### config.mk
export PLATFORM = sky130hd
export DESIGN_NAME = pong_board
export DESIGN_NICKNAME = d
export VERILOG_FILES = /design/src/pong_geom_pkg.sv /design/src/pong_link_pkg.sv /design/src/ball_controller.sv /design/src/link_receiver.sv /design/src/paddle_tracker.sv /design/src/pong_board.sv
export VERILOG_INCLUDE_DIRS = /design/src
export SDC_FILE = /design/constraint.sdc
export NUM_CORES = 1
export LEC_CHECK = 0
export BUFFER_PORTS_ARGS = -buffer_cell sky130_fd_sc_hd__clkbuf_2
export CAP_MARGIN = 25
export CORE_UTILIZATION = 58
export DETAILED_ROUTE_END_ITERATION = 8
export PLACE_DENSITY = 0.8
export SYNTH_ARGS = -nofsm -noshare
export SYNTH_HDL_FRONTEND = slang
export SYNTH_SLANG_ARGS = --single-unit
export TNS_END_PERCENT = 1
### constraint.sdc
create_clock -name clk_25MHZ -period 35.5 [get_ports clk_25MHZ]
set_input_delay 8.875 -clock clk_25MHZ [delete_from_list [all_inputs] [get_ports clk_25MHZ]]
set_output_delay 8.875 -clock clk_25MHZ [all_outputs]
set_load 0.01 [all_outputs]
### src/pong_link_macros.svh
`ifndef PONG_LINK_MACROS_SVH
`define PONG_LINK_MACROS_SVH

// Play field edges.
`define PONG_X_RIGHT_NORMAL 300
`define PONG_X_RIGHT_UP     620
`define PONG_Y_MIN          20
`define PONG_Y_MAX_NORMAL   239
`define PONG_Y_MAX_UP       479

// Ball motion and serve position.
`define PONG_X_STEP         8
`define PONG_Y_START        220
`define PONG_VY_START       (-3)

`define PONG_PADDLE_X       16  // Hit column.
`define PONG_PADDLE_H       48

// APB register window.
`define PONG_REG_Y          8'h00
`define PONG_REG_VY         8'h04
`define PONG_REG_GRAV       8'h08
`define PONG_REG_FLAGS      8'h0C
`define PONG_REG_COMMIT     8'h10
`define PONG_REG_STATUS     8'h14

`endif

### src/pong_geom_pkg.sv
`default_nettype none

package pong_geom_pkg;

    typedef logic [9:0]        coord_t;   // Screen pixel.
    typedef logic signed [7:0] vel_t;
    typedef logic [1:0]        grav_t;    // Steps until vy grows.
    typedef logic [19:0]       period_t;  // Cycles per step.

    typedef struct packed {
        coord_t x;
        coord_t y;
        vel_t   vy;
        grav_t  grav;
    } ball_t;

    // Match FSM.
    typedef enum logic [2:0] {
        idle,
        wait_release,
        running_right,
        running_left,
        send_ball,
        send_lose,
        stop
    } ctrl_state_t;

endpackage

`default_nettype wire

### src/pong_link_pkg.sv
`default_nettype none

package pong_link_pkg;

    import pong_geom_pkg::*;

    // Ball as it crosses between boards.
    typedef struct packed {
        coord_t y;
        vel_t   vy;
        grav_t  grav;
        logic   fast;  // Full period when set, half when clear.
        logic   win;
    } ball_pkt_t;

    typedef struct packed {
        logic        psel;
        logic        penable;
        logic        pwrite;
        logic [7:0]  paddr;
        logic [31:0] pwdata;
    } apb_req_t;

endpackage

`default_nettype wire

### src/ball_controller.sv
`timescale 1ns/1ps
`default_nettype none

`include "pong_link_macros.svh"

module ball_controller import pong_geom_pkg::*, pong_link_pkg::*; #(
    parameter period_t tick_base = 20'd270000
) (
    input  logic      clk_25MHZ,
    input  logic      reset,
    input  logic      upscale,
    input  logic      game_start,
    input  logic      hit,
    input  coord_t    paddle_speed,
    input  logic      rx_valid,
    input  ball_pkt_t rx_pkt,
    input  logic      send_done,
    output ball_t     ball,
    output logic      moving_left,
    output logic      rx_take,
    output logic      send_req,
    output ball_pkt_t tx_pkt,
    output logic      game_over,
    output logic      you_win
);

    ctrl_state_t        state, next;
    ball_t              ball_next, ball_step;
    period_t            period, period_next;
    period_t            step_cnt, step_cnt_next;
    logic               send_req_next, game_over_next, you_win_next;
    logic               step_due;
    coord_t             y_max, x_right, speed_safe;
    logic signed [11:0] y_sum;

    assign y_max       = upscale ? coord_t'(`PONG_Y_MAX_UP) : coord_t'(`PONG_Y_MAX_NORMAL);
    assign x_right     = upscale ? coord_t'(`PONG_X_RIGHT_UP) : coord_t'(`PONG_X_RIGHT_NORMAL);
    assign step_due    = (step_cnt >= period);
    assign speed_safe  = (paddle_speed == '0) ? coord_t'(1) : paddle_speed;
    assign moving_left = (state == running_left);

    // One step of gravity and wall bounce. The FSM moves x.
    always_comb begin
        ball_step = ball;
        if (ball.grav == 2'd3) begin
            ball_step.vy   = ball.vy + 8'sd1;
            ball_step.grav = '0;
        end else begin
            ball_step.grav = ball.grav + 2'd1;
        end
        y_sum = $signed({2'b00, ball.y}) + 12'($signed(ball.vy));  // Old vy.
        if (y_sum >= $signed({2'b00, y_max})) begin
            ball_step.y    = y_max;
            ball_step.vy   = -ball_step.vy;
            ball_step.grav = '0;
        end else if (y_sum <= $signed(12'(`PONG_Y_MIN))) begin
            ball_step.y    = coord_t'(`PONG_Y_MIN);
            ball_step.vy   = -ball_step.vy;
            ball_step.grav = '0;
        end else begin
            ball_step.y = y_sum[9:0];
        end
    end

    always_comb begin
        next           = state;
        ball_next      = ball;
        period_next    = period;
        step_cnt_next  = step_cnt;
        send_req_next  = send_req;
        game_over_next = game_over;
        you_win_next   = you_win;
        rx_take        = 1'b0;
        case (state)
            idle: begin
                ball_next     = '{x: '0, y: coord_t'(`PONG_Y_START),
                                  vy: vel_t'(`PONG_VY_START), grav: '0};
                period_next   = tick_base;
                step_cnt_next = '0;
                if (rx_valid) begin  // Ball arrives from the opponent.
                    rx_take        = 1'b1;
                    ball_next.x    = x_right;
                    ball_next.y    = rx_pkt.y;
                    ball_next.vy   = rx_pkt.vy;
                    ball_next.grav = rx_pkt.grav;
                    period_next    = rx_pkt.fast ? tick_base : tick_base >> 1;
                    you_win_next   = rx_pkt.win;
                    next           = wait_release;
                end else if (game_start) begin
                    you_win_next = 1'b0;
                    next         = running_right;
                end
            end
            wait_release: begin
                if (!rx_valid) next = you_win ? idle : running_left;
            end
            running_right: begin
                if (ball.x >= x_right) begin
                    send_req_next = 1'b1;
                    next          = send_ball;
                end else if (step_due) begin
                    ball_next     = ball_step;
                    ball_next.x   = ball.x + coord_t'(`PONG_X_STEP);
                    step_cnt_next = '0;
                end else begin
                    step_cnt_next = step_cnt + 20'd1;
                end
            end
            running_left: begin
                if (hit) begin  // Faster paddle, shorter period.
                    period_next   = tick_base / period_t'(speed_safe);
                    step_cnt_next = '0;
                    next          = running_right;
                end else if (ball.x == '0) begin
                    send_req_next  = 1'b1;
                    game_over_next = 1'b1;
                    next           = send_lose;
                end else if (step_due) begin
                    ball_next     = ball_step;
                    ball_next.x   = (ball.x < `PONG_X_STEP) ? '0
                                  : ball.x - coord_t'(`PONG_X_STEP);
                    step_cnt_next = '0;
                end else begin
                    step_cnt_next = step_cnt + 20'd1;
                end
            end
            send_ball: begin
                if (send_done) begin
                    send_req_next = 1'b0;
                    next          = idle;
                end
            end
            send_lose: begin
                if (send_done) begin
                    send_req_next = 1'b0;
                    next          = stop;
                end
            end
            stop: begin
                if (game_start) begin
                    game_over_next = 1'b0;
                    next           = idle;
                end
            end
            default: next = idle;
        endcase
    end

    always_ff @(posedge clk_25MHZ or posedge reset) begin
        if (reset) begin
            state     <= idle;
            ball      <= '{x: '0, y: coord_t'(`PONG_Y_START),
                           vy: vel_t'(`PONG_VY_START), grav: '0};
            period    <= tick_base;
            step_cnt  <= '0;
            send_req  <= 1'b0;
            game_over <= 1'b0;
            you_win   <= 1'b0;
        end else begin
            state     <= next;
            ball      <= ball_next;
            period    <= period_next;
            step_cnt  <= step_cnt_next;
            send_req  <= send_req_next;
            game_over <= game_over_next;
            you_win   <= you_win_next;
        end
    end

    always_comb begin
        tx_pkt.y    = ball.y;
        tx_pkt.vy   = ball.vy;
        tx_pkt.grav = ball.grav;
        tx_pkt.fast = (period == tick_base);
        tx_pkt.win  = (state == send_lose);  // Opponent takes the match.
    end

    a_y_in_field: assert property (@(posedge clk_25MHZ) disable iff (reset)
        (ball.y >= `PONG_Y_MIN) && (ball.y <= y_max))
        else $error("ball y outside the play field");

    a_req_hold: assert property (@(posedge clk_25MHZ) disable iff (reset)
        send_req && !send_done |=> send_req)
        else $error("send_req dropped before send_done");

endmodule

`default_nettype wire

### src/link_receiver.sv
`timescale 1ns/1ps
`default_nettype none

`include "pong_link_macros.svh"

module link_receiver import pong_link_pkg::*; (
    input  logic        clk_25MHZ,
    input  logic        reset,
    input  apb_req_t    apb,
    input  logic        rx_take,
    output logic [31:0] prdata,
    output logic        pready,
    output logic        pslverr,
    output logic        rx_valid,
    output ball_pkt_t   rx_pkt
);

    logic access;
    logic wr;
    logic rd_ok;
    logic wr_ok;
    logic overrun;

    assign access = apb.psel && apb.penable;
    assign wr     = access && apb.pwrite;
    assign pready = 1'b1;  // No wait states.

    always_comb begin
        prdata = '0;
        rd_ok  = 1'b1;
        wr_ok  = 1'b1;
        case (apb.paddr)
            `PONG_REG_Y:      prdata = {22'd0, rx_pkt.y};
            `PONG_REG_VY:     prdata = {{24{rx_pkt.vy[7]}}, rx_pkt.vy};
            `PONG_REG_GRAV:   prdata = {30'd0, rx_pkt.grav};
            `PONG_REG_FLAGS:  prdata = {30'd0, rx_pkt.win, rx_pkt.fast};
            `PONG_REG_COMMIT: rd_ok  = 1'b0;  // Write only.
            `PONG_REG_STATUS: prdata = {30'd0, overrun, rx_valid};
            default: begin
                rd_ok = 1'b0;
                wr_ok = 1'b0;
            end
        endcase
    end

    assign pslverr = access && (apb.pwrite ? !wr_ok : !rd_ok);

    always_ff @(posedge clk_25MHZ) begin
        if (wr && apb.paddr == `PONG_REG_Y)     rx_pkt.y    <= apb.pwdata[9:0];
        if (wr && apb.paddr == `PONG_REG_VY)    rx_pkt.vy   <= apb.pwdata[7:0];
        if (wr && apb.paddr == `PONG_REG_GRAV)  rx_pkt.grav <= apb.pwdata[1:0];
        if (wr && apb.paddr == `PONG_REG_FLAGS) begin
            rx_pkt.fast <= apb.pwdata[0];
            rx_pkt.win  <= apb.pwdata[1];
        end
    end

    // Commit flag; a second commit before take is lost.
    always_ff @(posedge clk_25MHZ or posedge reset) begin
        if (reset) begin
            rx_valid <= 1'b0;
            overrun  <= 1'b0;
        end else begin
            if (rx_take) rx_valid <= 1'b0;
            if (wr && apb.paddr == `PONG_REG_COMMIT && apb.pwdata[0]) begin
                if (rx_valid) overrun <= 1'b1;
                else          rx_valid <= 1'b1;
            end
            if (wr && apb.paddr == `PONG_REG_STATUS && apb.pwdata[1])
                overrun <= 1'b0;  // Write 1 to clear.
        end
    end

    a_take_valid: assert property (@(posedge clk_25MHZ) disable iff (reset)
        rx_take |-> rx_valid)
        else $error("rx_take without a pending packet");

endmodule

`default_nettype wire

### src/paddle_tracker.sv
`timescale 1ns/1ps
`default_nettype none

`include "pong_link_macros.svh"

module paddle_tracker import pong_geom_pkg::*; (
    input  logic   clk_25MHZ,
    input  logic   reset,
    input  ball_t  ball,
    input  logic   moving_left,
    input  coord_t paddle_y,
    output logic   hit,
    output coord_t paddle_speed
);

    logic [10:0] paddle_bottom;
    logic        on_paddle;
    logic        on_paddle_q;
    logic [9:0]  win_cnt;
    coord_t      last_sample;

    assign paddle_bottom = {1'b0, paddle_y} + 11'(`PONG_PADDLE_H);

    assign on_paddle = moving_left
                    && (ball.x <= `PONG_PADDLE_X)
                    && (ball.y >= paddle_y)
                    && ({1'b0, ball.y} <= paddle_bottom);

    // Rising edge only gives one hit per contact.
    always_ff @(posedge clk_25MHZ or posedge reset) begin
        if (reset) begin
            on_paddle_q <= 1'b0;
            hit         <= 1'b0;
        end else begin
            on_paddle_q <= on_paddle;
            hit         <= on_paddle && !on_paddle_q;
        end
    end

    // Paddle sampled once per 1024 cycles.
    always_ff @(posedge clk_25MHZ or posedge reset) begin
        if (reset) begin
            win_cnt      <= '0;
            last_sample  <= '0;
            paddle_speed <= '0;
        end else begin
            win_cnt <= win_cnt + 10'd1;
            if (win_cnt == '1) begin
                last_sample  <= paddle_y;
                paddle_speed <= (paddle_y >= last_sample) ? paddle_y - last_sample
                                                          : last_sample - paddle_y;
            end
        end
    end

    a_hit_single: assert property (@(posedge clk_25MHZ) disable iff (reset)
        hit |=> !hit)
        else $error("hit held for two cycles");

endmodule

`default_nettype wire

### src/pong_board.sv
`timescale 1ns/1ps
`default_nettype none

module pong_board import pong_geom_pkg::*, pong_link_pkg::*; #(
    parameter period_t tick_base = 20'd270000
) (
    input  logic        clk_25MHZ,
    input  logic        reset,
    input  logic        upscale,
    input  logic        game_start,
    input  coord_t      paddle_y,
    input  apb_req_t    apb,
    output logic [31:0] prdata,
    output logic        pready,
    output logic        pslverr,
    input  logic        send_done,
    output logic        send_req,
    output ball_pkt_t   tx_pkt,
    output logic        game_over,
    output logic        you_win
);

    ball_t     ball;
    logic      moving_left;
    logic      hit;
    coord_t    paddle_speed;
    logic      rx_valid;
    logic      rx_take;
    ball_pkt_t rx_pkt;

    paddle_tracker paddle_tracker_inst (
        .clk_25MHZ    (clk_25MHZ),
        .reset        (reset),
        .ball         (ball),
        .moving_left  (moving_left),
        .paddle_y     (paddle_y),
        .hit          (hit),
        .paddle_speed (paddle_speed)
    );

    link_receiver link_receiver_inst (
        .clk_25MHZ (clk_25MHZ),
        .reset     (reset),
        .apb       (apb),
        .rx_take   (rx_take),
        .prdata    (prdata),
        .pready    (pready),
        .pslverr   (pslverr),
        .rx_valid  (rx_valid),
        .rx_pkt    (rx_pkt)
    );

    ball_controller #(
        .tick_base (tick_base)
    ) ball_controller_inst (
        .clk_25MHZ    (clk_25MHZ),
        .reset        (reset),
        .upscale      (upscale),
        .game_start   (game_start),
        .hit          (hit),
        .paddle_speed (paddle_speed),
        .rx_valid     (rx_valid),
        .rx_pkt       (rx_pkt),
        .send_done    (send_done),
        .ball         (ball),
        .moving_left  (moving_left),
        .rx_take      (rx_take),
        .send_req     (send_req),
        .tx_pkt       (tx_pkt),
        .game_over    (game_over),
        .you_win      (you_win)
    );

endmodule

`default_nettype wire

==> results of run 1 <==
## registers in the layout, indices dropped and copies added (netlist names), 3 cells and up
register                          count
ball_controller_inst.ball            28
link_receiver_inst.rx_pkt            22
ball_controller_inst.period          20
ball_controller_inst.step_cnt        20
paddle_tracker_inst.last_sample      10
paddle_tracker_inst.paddle_speed     10
paddle_tracker_inst.win_cnt          10
ball_controller_inst.state            3
## what timing repair did
item / 4_1_cts / 5_1_grt
endpoints found under the setup margin: 1 / 2
setup buffers: 0 / 35
pin swaps: 0 / 40
resized for setup: 9 / 100
## power groups by stage
stage | logic (µW) | registers, µW | clock network, µW
floorplan | 248 | 196 | 0
detailed placement | 300 | 210 | 0
CTS | 308 | 208 | 189
global route | 350 | 212 | 195
finish | 314 | 209 | 187
global placement | 287 | 209 | 0
## how the worst min path moves through the flow
| stage | to | slack, ns | depth (start not counted) |
|---|---|---|---|
| 3_5_place_dp | paddle_tracker_inst.hit$_DFF_PP0_ | 0.41 | 1 |
| 5_1_grt | paddle_tracker_inst.hit$_DFF_PP0_ | 0.45 | 1 |
| 3_3_place_gp | paddle_tracker_inst.hit$_DFF_PP0_ | 0.40 | 1 |
| 2_1_floorplan | paddle_tracker_inst.hit$_DFF_PP0_ | 0.39 | 1 |
| 6_report | paddle_tracker_inst.hit$_DFF_PP0_ | 0.42 | 1 |
| 4_1_cts | paddle_tracker_inst.hit$_DFF_PP0_ | 0.42 | 1 |
## cell usage after synthesis, drive strengths merged (10+ instances only)
cell type | instances | area (µm²)
a211oi | 31 | 253
a21o | 74 | 556
a21oi | 171 | 878
a221o | 13 | 130
a31oi | 25 | 163
and2 | 22 | 140
and3 | 47 | 299
and4 | 10 | 87.6
buf | 53 | 377
clkbuf | 60 | 225
dfrtp | 88 | 2200
dfstp | 20 | 526
edfxtp | 22 | 661
ha | 216 | 2700
inv | 123 | 462
mux2 | 41 | 465
mux2i | 29 | 307
nand2 | 206 | 778
nand2b | 42 | 263
nand3 | 68 | 355
nand4 | 31 | 209
nor2 | 179 | 684
nor2b | 35 | 219
nor3 | 61 | 338
nor4 | 24 | 226
o211ai | 22 | 170
o21a | 33 | 249
o21ai | 257 | 1300
o21bai | 13 | 97.6
o31ai | 23 | 191
or2 | 15 | 93.8
or3 | 15 | 93.8
xnor2 | 93 | 815
xor2 | 40 | 350
## final cells by class
class / instances / area (µm²) / share of cell area
multi-input cells: 2009 / 14500 / 0.672
flip-flops and latches: 130 / 3390 / 0.157
repair buffers: 306 / 2090 / 0.0968
well taps: 402 / 503 / 0.0233
inverters: 124 / 468 / 0.0217
clock buffers: 17 / 425 / 0.0197
clock inverters: 15 / 208 / 0.00962
## kinds of logic after synthesis
| family | count (synthesis) |
|---|---|
| AOI/OAI and AO/OA | 803 |
| xor gates and xnor gates | 133 |
| adders and majority gates | 220 |
| buffers and inverters | 237 |
| DFF | 130 |
| muxes | 70 |
| other | 2 |
| and+or+nand+nor | 781 |
## per-layer routing
layer	share of wire	vias to the layer above	routed length (µm)
li1	-	9238	-
met1	0.43	9121	23100
met2	0.49	644	26100
met3	0.055	123	2930
met4	0.027	0	1420
met5	0	-	0
## worst register-to-register path, delay by kind of cell (launching register included)
| family | cells | cell delay [ns] |
|---|---|---|
| AO/OA/AOI/OAI | 76 | 14.17 |
| AND/OR/NAND/NOR | 57 | 10.13 |
| adder cells (fa/ha/maj) | 18 | 5.33 |
| multiplexers | 6 | 1.92 |
| buffers and inverters | 10 | 1.58 |
| flip-flops | 1 | 0.43 |
## metrics by stage
stage,utilization,power (µW)
floorplan,-,444
global placement,0.643,495
detailed placement,0.643,510
CTS,0.664,705
global route,0.686,757
finish,0.686,711
==> out/results.txt, run 1 <==
YS warnings - 0
Hold Worst Slack - 0.420 ns
Clock-pin slew on the worst setup and hold paths - 0.07 ns
Count of cell types in the netlist - 118
Mux contribution to synthesized area - 0.0417
CTS tree - done
WP buf/inv - 10
Final Max Tran Viols - 0
Initial antenna violation count - 0
Core area - 31,500 µm²
CTS Buffer Depth - 2
Initial Util - 0.588
Syn avg cell area - 7.79 µm²
Final Hold Viols - 0
Main combinational cell family by area after synthesis - compound AO/OA/AOI/OAI gates
WL final - 53,600 µm
Switching share of power - 0.435
Peak supply drop - 0.0633 mV
Critical path fanouts, max - 10
Crit path capture type - register
CP startpoint - paddle_tracker_inst.paddle_speed[8]$_DFFE_PP0N_
Cell area after layout - 21,600 µm²
Top delay family on crit path - compound AO/OA/AOI/OAI gates
Layout Nets - 2,866
Total Routing Usage GR - 0.319
Slew Limit Headroom - 0.367
Setup ws final - 1.80 ns
Worst Reg-to-Reg Cells - 167
Gr ovfl total - 0
Hold/Removal Path Class - reg2reg
Largest stage delay, worst path - 0.60 ns
Skew final - 0.0140 ns
# rows - 65
Critical path class - reg2reg
Clock root cell - clkbuf_16
Final min period - 33.70 ns
Final ANT Viol Nets - 0
Most Frequent Cell on Critical Path - ha_1
Place WS - -0.281 ns
Worst Setup EP - ball_controller_inst.period[0]$_DFFE_PP0P_
Mapped Nets - 2,654
Pwr dens - 32.9 nW/µm²
Largest net degree at the start of global routing - 62
Final period utilization - 0.949
First-pass detailed-route iteration total - 5
HPWL Detailed - 40,300 µm
Clk_lat worst skew - 0.43 ns
Most common cell after layout, fill and taps aside - o21ai_0
Vias in the first global route - 18.2k
Layout area overhead - 16.7%
Comb pwr share - 0.442
Status - complete, no violations
Met3 Track Usage GR - 0.0398
Adder-cell share of the synthesized area - 0.150
Die Ht - 181 µm
CTS Buf Count - 17
# clock sinks - 130
Reported net switching power - 309 µW
Top Usage Layer GRT - met2
Antenna diodes - 0
Setup TNS Final - 0 ns
DR vias/cell - 6.37
DRC Markers - 0
FMAX - 29.7 MHz
Initial DRC Count - 1,482
Cell total after placement - 2,936
Crit path depth - 167
RR Startpoint - paddle_tracker_inst.paddle_speed[8]$_DFFE_PP0N_
Gate count after technology mapping - 2,376
Required time worst endpoint - 35.81 ns
Final setup violation count - 0
Leakage - 0.0105 µW
Total vias in the final route - 19.1k
Compound-Gate Fraction of Synth Area - 0.286
Flop pwr share - 0.294
Prevailing post-synth register cell - dfrtp_1
Max_cap viols - 0
Synth Register Bits - 130
Most frequent cells in the layout - o21ai_0 (221), ha_1 (210), buf_4 (207)
Post-DP Area - 20,200 µm²
Clk pwr share - 0.264
First-pass GRT wire length - 87,600 µm
Worst slew pin tran - 0.942 ns
H-tree Lvls - 4
Port bufs - 93
Met1 Use GR - 0.408
Register area share after synthesis - 0.183
Avg WL per Cell - 17.9 µm
Die W - 181 µm
Flop-to-flop setup slack - 1.80 ns
Syn Std Cell Area - 18,500 µm²
Slowest stage cell, crit path - or4_4
Arr. time, crit path - 34.01 ns
Type of origin of the critical path - register
Share of post-route cells with drive strength above 1 - 0.213
Worst hold path startpoint - paddle_tracker_inst.on_paddle_q$_DFF_PP0_
Int Power - 402 µW
EDFF count, synth - 22
Die area - 32,600 µm²
Xor-xnor portion of the synthesized cell area - 0.0629
Synth Area in Simple Gates - 0.217
I/O pin cnt - 117
FFs w/ async S/R, synth - 0.831
Critical R2R Capture - ball_controller_inst.period[0]$_DFFE_PP0P_
Hold buffers post-CTS - 0
Grt met2 use - 0.556
Placer Congestion - 0.916
Fillers - 2,532
Post-route insts no fill - 3,003
(Power assumes the default switching activity.)
==> run 2: changes to the inputs <==
--- a/config.mk
+++ b/config.mk
@@ -8,9 +8,8 @@
 export LEC_CHECK = 0
 export BUFFER_PORTS_ARGS = -buffer_cell sky130_fd_sc_hd__clkbuf_2
 export CAP_MARGIN = 25
-export CORE_UTILIZATION = 58
+export CORE_UTILIZATION = 25
 export DETAILED_ROUTE_END_ITERATION = 8
-export PLACE_DENSITY = 0.8
 export SYNTH_ARGS = -nofsm -noshare
 export SYNTH_HDL_FRONTEND = slang
 export SYNTH_SLANG_ARGS = --single-unit
==> out/results.txt, run 2 (synthesis results as in run 1) <==
Status - complete, no violations (unchanged)
Arr. time, crit path - 33.59 ns (was 34.01 ns)
Critical path class - reg2reg (unchanged)
Share of post-route cells with drive strength above 1 - 0.245 (was 0.213)
Number of flip-flops in the largest register - 28 (unchanged)
Antenna diodes - 0 (unchanged)
Crit path capture type - register (unchanged)
Hold/Removal Path Class - reg2reg (unchanged)
Required time worst endpoint - 35.80 ns (was 35.81 ns)
Total Routing Usage GR - 0.142 (was 0.319)
Initial DRC Count - 1,373 (was 1,482)
Register area - 3390 µm² (unchanged)
Final Max Tran Viols - 0 (unchanged)
Top delay family on crit path - compound AO/OA/AOI/OAI gates (unchanged)
Skew final - 0.0102 ns (was 0.0140 ns)
I/O pin cnt - 117 (unchanged)
CTS Buffer Depth - 2 (unchanged)
Layout Nets - 3,004 (was 2,866)
Worst Reg-to-Reg Cells - 176 (was 167)
Largest stage delay, worst path - 0.60 ns (about the same)
H-tree Lvls - 4 (unchanged)
CTS tree - done (unchanged)
First-pass detailed-route iteration total - 6 (was 5)
Worst slew pin tran - 0.899 ns (was 0.942 ns)
HPWL Detailed - 42,500 µm (was 40,300 µm)
Port bufs - 93 (unchanged)
Fillers - 7,825 (was 2,532)
Layout area overhead - 26.0% (was 16.7%)
DRC Markers - 0 (unchanged)
Largest regs - ball_controller_inst.ball (28), link_receiver_inst.rx_pkt (22) (unchanged)
FMAX - 30.0 MHz (was 29.7 MHz)
Max_cap viols - 0 (unchanged)
Biggest register - ball_controller_inst.ball (unchanged)
Pwr dens - 30.5 nW/µm² (was 32.9 nW/µm²)
Clock root cell - clkbuf_16 (unchanged)
CTS Buf Count - 17 (unchanged)
Core area - 73,100 µm² (was 31,500 µm²)
Most frequent cells in the layout - buf_4 (342), o21ai_0 (221), ha_1 (211) (was o21ai_0 (221), ha_1 (210), buf_4 (207))
Critical path fanouts, max - 14 (was 10)
# rows - 99 (was 65)
Final ANT Viol Nets - 0 (unchanged)
Final Hold Viols - 0 (unchanged)
Clock-pin slew on the worst setup and hold paths - 0.06 ns (was 0.07 ns)
Final setup violation count - 0 (unchanged)
WP buf/inv - 15 (was 10)
Die W - 274 µm (was 181 µm)
Gr ovfl total - 0 (unchanged)
Placer Congestion - 0.881 (was 0.916)
Die area - 75,100 µm² (was 32,600 µm²)
Largest net degree at the start of global routing - 73 (was 62)
Final min period - 33.30 ns (was 33.70 ns)
Initial Util - 0.253 (was 0.588)
Avg WL per Cell - 14.7 µm (was 17.9 µm)
Multi-input logic area - 14,500 µm² (about the same)
# clock sinks - 130 (unchanged)
First-pass GRT wire length - 89,000 µm (was 87,600 µm)
Initial antenna violation count - 3 (was 0)
Die Ht - 274 µm (was 181 µm)
Peak supply drop - 0.0380 mV (was 0.0633 mV)
WL final - 54,400 µm (was 53,600 µm)
Final period utilization - 0.938 (was 0.949)
Hold Crit Depth - 1 (unchanged)
Leakage - 0.0112 µW (was 0.0105 µW)
Hold Worst Slack - 0.414 ns (was 0.420 ns)
Total vias in the final route - 18.8k (was 19.1k)
Slowest stage cell, crit path - or4_4 (unchanged)
Clk_lat worst skew - 0.43 ns (about the same)
Post-route insts no fill - 3,698 (was 3,003)
Vias in the first global route - 17.9k (was 18.2k)
Type of origin of the critical path - register (unchanged)
Cell total after placement - 3,639 (was 2,936)
Most Frequent Cell on Critical Path - ha_1 (unchanged)
Slew Limit Headroom - 0.399 (was 0.367)
Crit path depth - 176 (was 167)
Most common cell after layout, fill and taps aside - buf_4 (was o21ai_0)
DR vias/cell - 5.10 (was 6.37)
## run 2: changes by cell type in the layout (fill, tap and decap cells not counted), moves of 4 or more
cell	before	now
inv_8	5	0
nand3_2	8	4
buf_4	207	342
ha_2	4	0
nand3_1	59	63
bufinv_16	2	6
## run 2: routing by layer
metal	share of wire	vias up	track usage
li1	-	9518	-
met1	0.49	8795	0.197
met2	0.45	460	0.233
met3	0.046	63	0.0170
met4	0.015	6	0.0303
met5	0.00072	-	0
## run 2: final cells by class
| cell class | count | area share |
|---|---|---|
| clock buffer | 20 | 0.0187 |
| clock inverter | 12 | 0.00907 |
| inverter | 124 | 0.0201 |
| multi-input combinational | 2010 | 0.620 |
| sequential | 130 | 0.145 |
| tap | 959 | 0.0515 |
| timing repair buffer | 443 | 0.135 |
## run 2: worst paths after layout
check                                                                start                                         end  slack [ns]
setup / recovery           paddle_tracker_inst.paddle_speed[8]$_DFFE_PP0N_  ball_controller_inst.period[0]$_DFFE_PP0P_        2.20
hold / removal                   paddle_tracker_inst.on_paddle_q$_DFF_PP0_           paddle_tracker_inst.hit$_DFF_PP0_        0.41
setup reg to reg           paddle_tracker_inst.paddle_speed[8]$_DFFE_PP0N_  ball_controller_inst.period[0]$_DFFE_PP0P_        2.20
hold reg to reg                  paddle_tracker_inst.on_paddle_q$_DFF_PP0_           paddle_tracker_inst.hit$_DFF_PP0_        0.41
max in group asynchronous                                            reset   ball_controller_inst.ball[16]$_DFFE_PP1P_       26.02
min in group asynchronous                                            reset  ball_controller_inst.period[1]$_DFFE_PP0P_        8.46
## run 2: what timing repair did
item / in CTS / in global routing
gates resized for setup: 0 / 94
endpoints found under the setup margin: 0 / 2
buffers inserted: 0 / 25
hold buffers: 0 / 0
hold endpoints to repair: 0 / 0
## run 2: worst register-to-register path, delay by kind of cell, from the launching register on
family	cells	cell delay, ns
buf+inv	15	2.42
fa+ha+maj	19	5.13
flops	1	0.42
simple gates	59	10.26
mux	6	1.67
compound gates	77	13.20
## run 2: through the flow
step	cell area [µm²]	util	setup slack (ns)	TNS, ns	power, µW
after floorplan	18500	-	0.450	0	444
after global placement	22000	0.302	0.667	0	507
after detailed placement	22100	0.302	0.782	0	513
after CTS	22700	0.311	0.549	0	712
after global routing	23300	0.319	-0.183	-0.183	765
final	23300	0.319	2.20	0	711
## run 2: power by group
group	internal, µW	switching, µW
combinational	115	189
clock	131	66.8
sequential	177	31.6
==> run 3: changes to the inputs <==
--- a/config.mk
+++ b/config.mk
@@ -12,5 +12,6 @@
 export DETAILED_ROUTE_END_ITERATION = 8
 export SYNTH_ARGS = -nofsm -noshare
 export SYNTH_HDL_FRONTEND = slang
+export SYNTH_HIERARCHICAL = 1
 export SYNTH_SLANG_ARGS = --single-unit
 export TNS_END_PERCENT = 1
==> out/results.txt, run 3 <==
H-tree Lvls - 4 (unchanged)
Largest net degree at the start of global routing - 52 (was 73)
Gate count after technology mapping - 2,358 (was 2,376)
Largest regs - ball_controller_inst/ball (28), link_receiver_inst/rx_pkt (22) (was ball_controller_inst.ball (28), link_receiver_inst.rx_pkt (22))
Top Usage Layer GRT - met2 (unchanged)
Most common cell in the netlist - ha_1 (was o21ai_0)
Final Hold Viols - 0 (unchanged)
Pwr dens - 14.1 nW/µm² (was 30.5 nW/µm²)
Initial Util - 0.253 (about the same)
Gr ovfl total - 0 (unchanged)
Initial antenna violation count - 0 (was 3)
Most frequent cells in the layout - buf_4 (513), ha_1 (200), nand2_1 (188) (was buf_4 (342), o21ai_0 (221), ha_1 (211))
Slew Limit Headroom - 0.268 (was 0.399)
Core area - 73,100 µm² (unchanged)
Grt met2 use - 0.265 (was 0.233)
First-pass detailed-route iteration total - 5 (was 6)
Setup ws final - 1.74 ns (was 2.20 ns)
Setup TNS Final - 0 ns (unchanged)
Clock root cell - clkbuf_16 (unchanged)
Final min period - 33.76 ns (was 33.30 ns)
Peak supply drop - 0.0339 mV (was 0.0380 mV)
Syn Std Cell Area - 18,500 µm² (about the same)
Status - complete, no violations (unchanged)
Critical path class - reg2reg (unchanged)
Clk_lat worst skew - 0.42 ns (was 0.43 ns)
FMAX - 29.6 MHz (was 30.0 MHz)
Met3 Track Usage GR - 0.0169 (was 0.0170)
Synth Register Bits - 130 (unchanged)
Count of cell types in the netlist - 125 (was 118)
Hold buffers post-CTS - 0 (unchanged)
Most common cell after layout, fill and taps aside - buf_4 (unchanged)
CTS Buf Count - 17 (unchanged)
Layout area overhead - 34.3% (was 26.0%)
Required time worst endpoint - 35.75 ns (was 35.80 ns)
DRC Markers - 0 (unchanged)
Final setup violation count - 0 (unchanged)
Area leader, netlist - ha_1 (unchanged)
Top cells by area, synth - ha_1 (14%), dfrtp_1 (12%), o21ai_0 (5.1%), a21oi_1 (4.2%), xnor2_1 (4.1%) (was ha_1 (15%), dfrtp_1 (12%), o21ai_0 (6.4%), a21oi_1 (4.5%), xnor2_1 (4.4%))
Share of post-route cells with drive strength above 1 - 0.317 (was 0.245)
Die W - 274 µm (about the same)
Critical path fanouts, max - 15 (was 14)
Place WS - -0.837 ns (was 0.782 ns)
Die Ht - 274 µm (about the same)
I/O pin cnt - 117 (unchanged)
Initial DRC Count - 1,041 (was 1,373)
CTS Buffer Depth - 2 (unchanged)
Placer Congestion - 0.870 (was 0.881)
Max_cap viols - 0 (unchanged)
# rows - 99 (unchanged)
Commonest cells post-synth - ha_1 (214), nand2_1 (197), o21ai_0 (190), nor2_1 (186), a21oi_1 (157) (was o21ai_0 (235), ha_1 (216), nand2_1 (204), nor2_1 (176), a21oi_1 (165))
Type of origin of the critical path - register (unchanged)
Port bufs - 93 (unchanged)
Clock-pin slew on the worst setup and hold paths - 0.06 ns (about the same)
WL final - 57,600 µm (was 54,400 µm)
Syn avg cell area - 7.84 µm² (was 7.79 µm²)
Vias in the first global route - 18.4k (was 17.9k)
CTS tree - done (unchanged)
EDFF count, synth - 22 (unchanged)
Antenna diodes - 0 (unchanged)
FFs w/ async S/R, synth - 0.831 (unchanged)
Register area share after synthesis - 0.183 (about the same)
Hold/Removal Path Class - reg2reg (unchanged)
Total vias in the final route - 19.3k (was 18.8k)
Worst slew pin tran - 1.09 ns (was 0.899 ns)
DR vias/cell - 5.03 (was 5.10)
Final period utilization - 0.951 (was 0.938)
Biggest register - ball_controller_inst/ball (was ball_controller_inst.ball)
Largest stage delay, worst path - 0.57 ns (was 0.60 ns)
Multi-input logic area - 14,800 µm² (was 14,500 µm²)
HPWL Detailed - 45,000 µm (was 42,500 µm)
Number of flip-flops in the largest register - 28 (unchanged)
Die area - 75,100 µm² (about the same)
First-pass GRT wire length - 92,500 µm (was 89,000 µm)
Skew final - 0.00862 ns (was 0.0102 ns)
Avg WL per Cell - 15.0 µm (was 14.7 µm)
Slowest stage cell, crit path - or4_4 (unchanged)
Tot Pwr - 349 µW (was 711 µW)
Finished Core Util - 0.340 (was 0.319)
# clock sinks - 130 (unchanged)
Arr. time, crit path - 34.01 ns (was 33.59 ns)
Register area - 3390 µm² (about the same)
Layout Nets - 3,143 (was 3,004)
Crit path capture type - register (unchanged)
Prevailing post-synth register cell - dfrtp_1 (unchanged)
YS warnings - 6 (was 0)
Final ANT Viol Nets - 0 (unchanged)
Leakage - 0.0123 µW (was 0.0112 µW)
Total Routing Usage GR - 0.149 (was 0.142)
Final Max Tran Viols - 0 (unchanged)
Hold Worst Slack - 0.404 ns (was 0.414 ns)
Met1 Use GR - 0.192 (was 0.197)
Fillers - 7,680 (was 7,825)
Share of the synthesized area in the top cell type - 0.145 (was 0.146)
run 3: layer usage:
layer	part of all wire	up-vias
li1	-	9753
met1	0.46	9091
met2	0.48	403
met3	0.038	82
met4	0.021	0
met5	0	-
run 3: critical path: cells and delay by family, from the launching register on:
kind | cells | cell delay (ns)
and+or+nand+nor | 61 | 9.93
AOI/OAI and AO/OA | 84 | 14.78
DFF | 1 | 0.41
muxes | 5 | 1.70
adders and majority gates | 19 | 5.30
buffers and inverters | 9 | 1.38
run 3: stage by stage:
step / std cells / instance area (µm²)
5_1_grt: 3839 / 24800
4_1_cts: 3804 / 23900
6_report: 3839 / 24800
3_5_place_dp: 3766 / 23100
2_1_floorplan: 2360 / 18600
3_3_place_gp: 3766 / 23100
run 3: path summary, 6_finish.rpt:
| path | start | to | slack (ns) | cells past startpoint |
|---|---|---|---|---|
| max in group asynchronous | reset | ball_controller_inst/ball[24]$_DFFE_PP0P_ | 25.97 | 3 |
| min reg2reg | paddle_tracker_inst/on_paddle_q$_DFF_PP0_ | paddle_tracker_inst/hit$_DFF_PP0_ | 0.40 | 1 |
| min in group asynchronous | reset | link_receiver_inst/overrun$_DFFE_PP0P_ | 8.35 | 2 |
| max | paddle_tracker_inst/paddle_speed[3]$_DFFE_PP0N_ | ball_controller_inst/period[0]$_DFFE_PP0P_ | 1.74 | 178 |
| min | paddle_tracker_inst/on_paddle_q$_DFF_PP0_ | paddle_tracker_inst/hit$_DFF_PP0_ | 0.40 | 1 |
| max reg2reg | paddle_tracker_inst/paddle_speed[3]$_DFFE_PP0N_ | ball_controller_inst/period[0]$_DFFE_PP0P_ | 1.74 | 178 |
run 3: cell type report:
cell class | instances | area share
Multi-Input combinational cell | 1995 | 0.597
Timing Repair Buffer | 614 | 0.178
Sequential cell | 130 | 0.136
Tap cell | 959 | 0.0483
Clock buffer | 17 | 0.0171
Inverter | 109 | 0.0166
Clock inverter | 15 | 0.00690
run 3: where the power goes:
group	total (µW)	internal, µW	switching, µW
sequential	152	152	0.104
combinational	19.6	7.02	12.5
clock	178	105	72.4
run 3: timing repair:
item                                    CTS  global route
pin swaps                                15            89
endpoints found under the setup margin    1             2
resized for setup                        29           156
setup buffers                             6            35
run 3: cell families (layout without fill, tap and decap cells):
group / count (synthesis) / count (layout) / synth area share
DFF: 130 / 130 / 0.183
and+or+nand+nor: 800 / 800 / 0.222
other: 2 / 4 / 0.000406
xor gates and xnor gates: 140 / 140 / 0.0677
muxes: 78 / 78 / 0.0474
AOI/OAI and AO/OA: 755 / 755 / 0.270
buffers and inverters: 235 / 755 / 0.0608
adders and majority gates: 218 / 218 / 0.149
